<file path="config.mk">
export PLATFORM = sky130hd
export DESIGN_NAME = symfir_top
export DESIGN_NICKNAME = d
export VERILOG_FILES = /design/src/fir_pkg.sv /design/src/symfir_bus_if.sv /design/src/symfir_delay_line.sv /design/src/symfir_mac_tree.sv /design/src/fill_counter.sv /design/src/symfir_ctrl.sv /design/src/symfir_top.sv
export SDC_FILE = /design/constraint.sdc
export NUM_CORES = 2
export LEC_CHECK = 0
export ABC_AREA = 1
export BUFFER_PORTS_ARGS = -buffer_cell sky130_fd_sc_hd__buf_2
export CORE_ASPECT_RATIO = 1.5
export CORE_MARGIN = 1.5
export CORE_UTILIZATION = 23
export DETAILED_ROUTE_END_ITERATION = 10
export PLACE_DENSITY = 0.35
export SLEW_MARGIN = 5
export SYNTH_ARGS = -nofsm -noshare
export SYNTH_HDL_FRONTEND = slang
export SYNTH_SLANG_ARGS = --single-unit
</file>
<file path="constraint.sdc">
create_clock -name sys_clk -period 15.1 [get_ports sys_clk]
set_input_delay 1.51 -clock sys_clk [delete_from_list [all_inputs] [get_ports sys_clk]]
set_output_delay 1.51 -clock sys_clk [all_outputs]
set_load 0.01 [all_outputs]
</file>
<file path="src/fir_pkg.sv">
package fir_pkg;

    // sample and coefficient widths
    localparam int SAMPLE_W = 18;
    localparam int COEFF_W  = 18;
    localparam int PROD_W   = SAMPLE_W + COEFF_W;

    // 1s17 at the ports, 2s16 inside the pipeline
    typedef logic signed [SAMPLE_W-1:0] sample_t;

    // 0s18 coefficients
    typedef logic signed [COEFF_W-1:0] coeff_t;

    // 2s16 * 0s18 gives 2s34
    typedef logic signed [PROD_W-1:0] product_t;

    // product bits kept, back to 1s17
    localparam int PROD_MSB = 34;
    localparam int PROD_LSB = 17;

    localparam int NUM_TAPS    = 15;
    // seven symmetric pairs plus the center tap
    localparam int NUM_PAIRS   = (NUM_TAPS + 1) / 2;
    localparam int TREE_LEVELS = 3;

    // input tap and pre-add stage, then the adder levels
    // the output register adds the last step
    localparam int PIPE_STEPS  = TREE_LEVELS + 2;

    // half of a symmetric low-pass response
    // index 0 is the outermost tap, index 7 the center tap
    localparam coeff_t COEFFS [NUM_PAIRS] = '{
        18'sd561,
        18'sd1662,
        18'sd0,
        -18'sd8677,
        -18'sd10512,
        18'sd20264,
        18'sd75733,
        18'sd104858
    };

    // control states of the stream handshake
    typedef enum logic [1:0] {
        PRIME,
        RUN,
        STALL
    } ctrl_state_t;

endpackage

</file>
<file path="src/symfir_bus_if.sv">
`timescale 1ns/10ps

interface symfir_bus_if;
    import fir_pkg::*;

    // pipeline advance, one per accepted sample
    logic    step;
    // raw 1s17 sample from the input stream
    sample_t in_sample;
    // registered pre-adder results, center tap last
    sample_t pair_sum [NUM_PAIRS];
    // filter output register
    sample_t y;

    modport delay_mp (
        input  step,
        input  in_sample,
        output pair_sum
    );

    modport tree_mp (
        input  step,
        input  pair_sum,
        output y
    );

    modport ctrl_mp (
        output step
    );

endinterface

</file>
<file path="src/symfir_delay_line.sv">
`timescale 1ns/10ps

module symfir_delay_line (
    input  logic           sys_clk,
    input  logic           reset,
    symfir_bus_if.delay_mp bus
);
    import fir_pkg::*;

    // sample history, tap[0] is the newest
    sample_t tap [NUM_TAPS];

    // shift register of scaled samples
    always_ff @(posedge sys_clk) begin
        if (reset) begin
            for (int i = 0; i < NUM_TAPS; i++) begin
                tap[i] <= '0;
            end
        end else if (bus.step) begin
            // 1s17 to 2s16 by arithmetic shift
            // a pair sum then stays in range
            tap[0] <= {bus.in_sample[SAMPLE_W-1], bus.in_sample[SAMPLE_W-1:1]};
            for (int i = 1; i < NUM_TAPS; i++) begin
                tap[i] <= tap[i-1];
            end
        end
    end

    // pre-adders for taps sharing a coefficient
    always_ff @(posedge sys_clk) begin
        if (reset) begin
            for (int i = 0; i < NUM_PAIRS; i++) begin
                bus.pair_sum[i] <= '0;
            end
        end else if (bus.step) begin
            for (int i = 0; i < NUM_PAIRS - 1; i++) begin
                bus.pair_sum[i] <= tap[i] + tap[NUM_TAPS-1-i];
            end
            // center tap has no partner
            bus.pair_sum[NUM_PAIRS-1] <= tap[NUM_PAIRS-1];
        end
    end

endmodule

</file>
<file path="src/symfir_mac_tree.sv">
`timescale 1ns/10ps

module symfir_mac_tree (
    input  logic          sys_clk,
    input  logic          reset,
    symfir_bus_if.tree_mp bus
);
    import fir_pkg::*;

    // full products, 2s34
    product_t prod [NUM_PAIRS];
    // products cut back to 1s17
    sample_t  term [NUM_PAIRS];

    // adder tree nodes, level by level in one array
    //   0 .. NUM_PAIRS/2-1   first level, fed by term
    //   following entries    each level fed by the one before
    //   NUM_PAIRS-2          root
    sample_t  node [NUM_PAIRS-1];

    // fixed coefficient multipliers
    always_comb begin
        for (int i = 0; i < NUM_PAIRS; i++) begin
            prod[i] = bus.pair_sum[i] * COEFFS[i];
            term[i] = prod[i][PROD_MSB:PROD_LSB];
        end
    end

    // registered adder levels, sums wrap at the sample width
    always_ff @(posedge sys_clk) begin
        if (reset) begin
            for (int k = 0; k < NUM_PAIRS - 1; k++) begin
                node[k] <= '0;
            end
        end else if (bus.step) begin
            for (int k = 0; k < NUM_PAIRS / 2; k++) begin
                node[k] <= term[2*k] + term[2*k+1];
            end
            // node k sums nodes 2k-NUM_PAIRS and 2k-NUM_PAIRS+1
            for (int k = NUM_PAIRS / 2; k < NUM_PAIRS - 1; k++) begin
                node[k] <= node[2*k-NUM_PAIRS] + node[2*k-NUM_PAIRS+1];
            end
        end
    end

    // output register holds still while the stream is stalled
    always_ff @(posedge sys_clk) begin
        if (reset) begin
            bus.y <= '0;
        end else if (bus.step) begin
            bus.y <= node[NUM_PAIRS-2];
        end
    end

endmodule

</file>
<file path="src/fill_counter.sv">
`timescale 1ns/10ps

module fill_counter (
    input  logic sys_clk,
    input  logic reset,
    input  logic step,
    output logic done
);
    import fir_pkg::*;

    localparam int CNT_W = $clog2(PIPE_STEPS + 1);

    // steps taken since reset, saturating
    logic [CNT_W-1:0] count;

    always_ff @(posedge sys_clk) begin
        if (reset) begin
            count <= '0;
        end else if (step && !done) begin
            count <= count + 1'b1;
        end
    end

    // output register now follows real samples
    assign done = (count == CNT_W'(PIPE_STEPS));

endmodule

</file>
<file path="src/symfir_ctrl.sv">
`timescale 1ns/10ps

module symfir_ctrl (
    input  logic          sys_clk,
    input  logic          reset,
    input  logic          in_valid,
    input  logic          out_ready,
    input  logic          done,
    output logic          in_ready,
    output logic          out_valid,
    symfir_bus_if.ctrl_mp bus
);
    import fir_pkg::*;

    ctrl_state_t state;
    ctrl_state_t state_next;
    logic        step;

    // accept while the output register is free or being read
    always_comb begin
        case (state)
            PRIME:   in_ready = 1'b1;
            RUN:     in_ready = !out_valid || out_ready;
            STALL:   in_ready = out_ready;
            default: in_ready = 1'b1;
        endcase
    end

    // pipeline moves only on an input transfer
    assign step     = in_valid && in_ready;
    assign bus.step = step;

    always_comb begin
        state_next = state;
        case (state)
            PRIME: begin
                // first real result lands with this step
                if (step && done) begin
                    state_next = RUN;
                end
            end
            RUN: begin
                if (out_valid && !out_ready) begin
                    state_next = STALL;
                end
            end
            STALL: begin
                if (out_ready) begin
                    state_next = RUN;
                end
            end
            default: state_next = PRIME;
        endcase
    end

    always_ff @(posedge sys_clk) begin
        if (reset) begin
            state     <= PRIME;
            out_valid <= 1'b0;
        end else begin
            state <= state_next;
            // a new result replaces the old one on every step once primed
            if (step && done) begin
                out_valid <= 1'b1;
            end else if (out_valid && out_ready) begin
                out_valid <= 1'b0;
            end
        end
    end

endmodule

</file>
<file path="src/symfir_top.sv">
`timescale 1ns/10ps

module symfir_top (
    input  logic             sys_clk,
    input  logic             reset,
    input  logic             in_valid,
    input  fir_pkg::sample_t in_data,
    output logic             in_ready,
    output logic             out_valid,
    output fir_pkg::sample_t out_data,
    input  logic             out_ready
);

    // pipeline primed
    logic done;

    symfir_bus_if bus ();

    assign bus.in_sample = in_data;
    assign out_data      = bus.y;

    symfir_ctrl i_symfir_ctrl (
        .sys_clk   (sys_clk),
        .reset     (reset),
        .in_valid  (in_valid),
        .out_ready (out_ready),
        .done      (done),
        .in_ready  (in_ready),
        .out_valid (out_valid),
        .bus       (bus.ctrl_mp)
    );

    fill_counter i_fill_counter (
        .sys_clk (sys_clk),
        .reset   (reset),
        .step    (bus.step),
        .done    (done)
    );

    symfir_delay_line i_symfir_delay_line (
        .sys_clk (sys_clk),
        .reset   (reset),
        .bus     (bus.delay_mp)
    );

    symfir_mac_tree i_symfir_mac_tree (
        .sys_clk (sys_clk),
        .reset   (reset),
        .bus     (bus.tree_mp)
    );

endmodule

</file>
==> results.py <==
metrics = {
    "grt": {
        "gr-usage-met2_pct": 29.76,
        "met1_usage_pct": 14.48,
        "grt_pass1_wl_um": 298300,
        "grt.busiest_layer": "met2",
        "grt_use_met3_pct": 1.016,
        "overflow": 0,
        "grt_antenna_before_repair": 1,
        "grt_max_degree": 163,
        "track_usage_pct": 14.22,
        "grt_pass1_vias": 49930,
    },
    "synthesis": {
        "synth_area_um2": 62480,
        "synth.distinct_cells": 54,
        "yosysWarnings": 0,
        "synth_edf_count": 379,
        "syn_area_per_cell_um2": 8.589,
        "async_reset_ff_share_pct": 0,
        "synth_ff_type": "edfxtp_1",
        "synth_cells": 7274,
        "synth_seq_area_share_pct": 22.99,
        "syn_nets": 8902,
        "synth_seq_cells": 528,
    },
    "critical_path": {
        "worstPathRequired_ns": 15.55,
        "crit_arrival_ns": 8.50,
        "end_kind": "flop",
        "startpoint_type": "flop",
        "crit_fanout": 9,
        "crit_type": "reg2reg",
        "ff2ff_path_depth": 27,
    },
    "route": {
        "totalWireLength_um": 194100,
        "drc": 0,
        "drtPass1Iterations": 7,
        "first_iter_violations": 1808,
        "via_per_inst": 4.227,
        "postRouteAntennaNets": 0,
        "vias": 46150,
        "post_drt_wl_per_cell_um": 17.77,
    },
    "worst_hold_path": {
        "hold_class": "reg2reg",
        "hold_depth": 1,
    },
    "clock_network": {
        "clock_latency_ns": 0.69,
        "cts_root_buf": "clkbuf_16",
        "cts_resized": 0,
        "numCtsBuffers": 69,
        "cts.sinks": 528,
        "clock_path_buffers": 3,
        "cts_tree": "built",
        "cts.clk_slew.worst_paths_ns": 0.08,
        "cts_setup_buffers": 0,
        "holdBufCountCts": 0,
        "htreeDepth": 3,
    },
    "timing": {
        "finalSetupViolations": 0,
        "rsz0062_at_grt": "false",
        "hold_violations": 0,
        "finalCritPeriodShare_pct": 53.33,
        "clock_skew_ns": 0.03685,
        "min_period_ns": 8.053,
        "relSlewSlack_pct": 34.43,
        "max_freq_ghz": 0.1242,
        "drv_slew": 0,
        "finalSetupTns_ns": 0,
        "worst_pin_slew_ns": 0.9835,
    },
    "floorplan": {
        "die-area_um2": 274900,
        "die_y_um": 641.3,
        "chipWidth_um": 428.6,
        "io_pins": 42,
        "row_count": 234,
        "initial_utilization_pct": 23.10,
        "core-area_um2": 270500,
    },
    "layout": {
        "nNetsFinal": 8952,
        "final_layout_size_suffix_gt1_share_pct": 2.725,
        "layout_commonest_cell": "inv_1",
        "final_area_um2": 69190,
        "syn_to_final_growth_pct": 10.74,
        "mostFrequentLayoutCells": "inv_1 (1884), ha_1 (959), nand2_1 (836)",
    },
    "run": {
        "cap_violations": 0,
    },
    "place": {
        "portBuffers": 40,
        "place_area_um2": 66910,
        "place_congestion": 0.8305,
        "post-dp-hpwl_um": 164700,
    },
    "status": {
        "status": "completed",
    },
}
-- per-layer routing --
layer / vias to the layer above / part of all wire [%]
met3: 202 / 1.6
met4: 0 / 3.4
li1: 23190 / -
met2: 478 / 58
met1: 22280 / 37
met5: - / 0
-- final timing paths --
path | slack (ns) | end | start
worst max register to register | 7.05 | i_symfir_mac_tree.node[3][17] | i_symfir_delay_line.bus.pair_sum[34]
worst min-delay path | 0.46 | i_symfir_mac_tree.bus.y[12] | i_symfir_mac_tree.node[6][12]
worst min register to register | 0.46 | i_symfir_mac_tree.bus.y[12] | i_symfir_mac_tree.node[6][12]
worst max-delay path | 7.05 | i_symfir_mac_tree.node[3][17] | i_symfir_delay_line.bus.pair_sum[34]
-- per-stage QoR --
step	setup slack, ns	hold WS, ns	util [%]	std cells
5_1_grt	6.667	0.4905	25.57	10920
4_1_cts	7.014	0.4663	25.57	10920
3_3_place_gp	6.937	0.4588	24.73	10790
6_report	7.047	0.4620	25.58	10920
3_5_place_dp	7.030	0.4601	24.73	10790
2_1_floorplan	1.586	0.4482	-	7274
-- registers in the layout (all words and copies together), names as in the netlist --
name	count
i_fill_counter.count	3
i_symfir_delay_line.tap	255
i_symfir_delay_line.bus.pair_sum	125
i_symfir_ctrl.out_valid	1
i_symfir_ctrl.state	2
i_symfir_mac_tree.bus.y	18
i_symfir_mac_tree.node	124
-- logic make-up after synthesis --
group           share of synthesized area (%)
simple gates                            11.12
fa+ha+maj                               39.94
flops                                   22.99
mux                                   0.01802
buf+inv                                 11.95
xor+xnor                                2.926
compound gates                          11.06
-- critical path, cell delays in order (launching register included) --
cell and delay (ns):
dfxtp_1 0.63, inv_1 0.38, fa_1 0.60, fa_1 0.43, fa_1 0.50, fa_1 0.55
inv_1 0.05, fa_1 0.48, inv_1 0.05, fa_1 0.54, inv_1 0.07, ha_1 0.36
a21oi_1 0.27, inv_1 0.06, a31oi_1 0.27, o21ai_0 0.22, a221oi_1 0.40, nand2_1 0.11
nand2_1 0.07, nand2_1 0.05, ha_1 0.36, nand2_1 0.10, nor3_1 0.29, nand2_1 0.09
o311ai_0 0.55, nand3_1 0.17, nand2_1 0.09, nor2_1 0.04
-- area by class of cell --
| class | instances | area [um2] |
|---|---|---|
| multi-input combinational | 4779 | 40660 |
| clock inverter | 30 | 335.3 |
| fill | 29720 | 201300 |
| sequential | 528 | 14360 |
| tap | 3540 | 4429 |
| timing repair buffer | 58 | 350.3 |
| clock buffer | 93 | 1941 |
| inverter | 1888 | 7102 |
| antenna | 3 | 7.507 |
-- cells in the mapped netlist, types with 29 or more instances --
library cell	number	area, um2
inv_1	1884	7072
ha_1	959	12000
nand2_1	836	3138
fa_1	647	12950
nor2_1	604	2267
a21oi_1	529	2648
o21ai_0	408	2042
edfxtp_1	379	11380
nand3_1	166	830.8
dfxtp_1	149	2983
xor2_1	128	1121
xnor2_1	77	674.4
a21o_1	51	382.9
nor3_1	51	255.2
buf_2	40	200.2
clkbuf_1	33	123.9
o22ai_1	32	200.2
o21bai_1	29	217.7
Power is not shown: default switching activity piles up to over one toggle a cycle in this logic, so the estimate is an artifact.
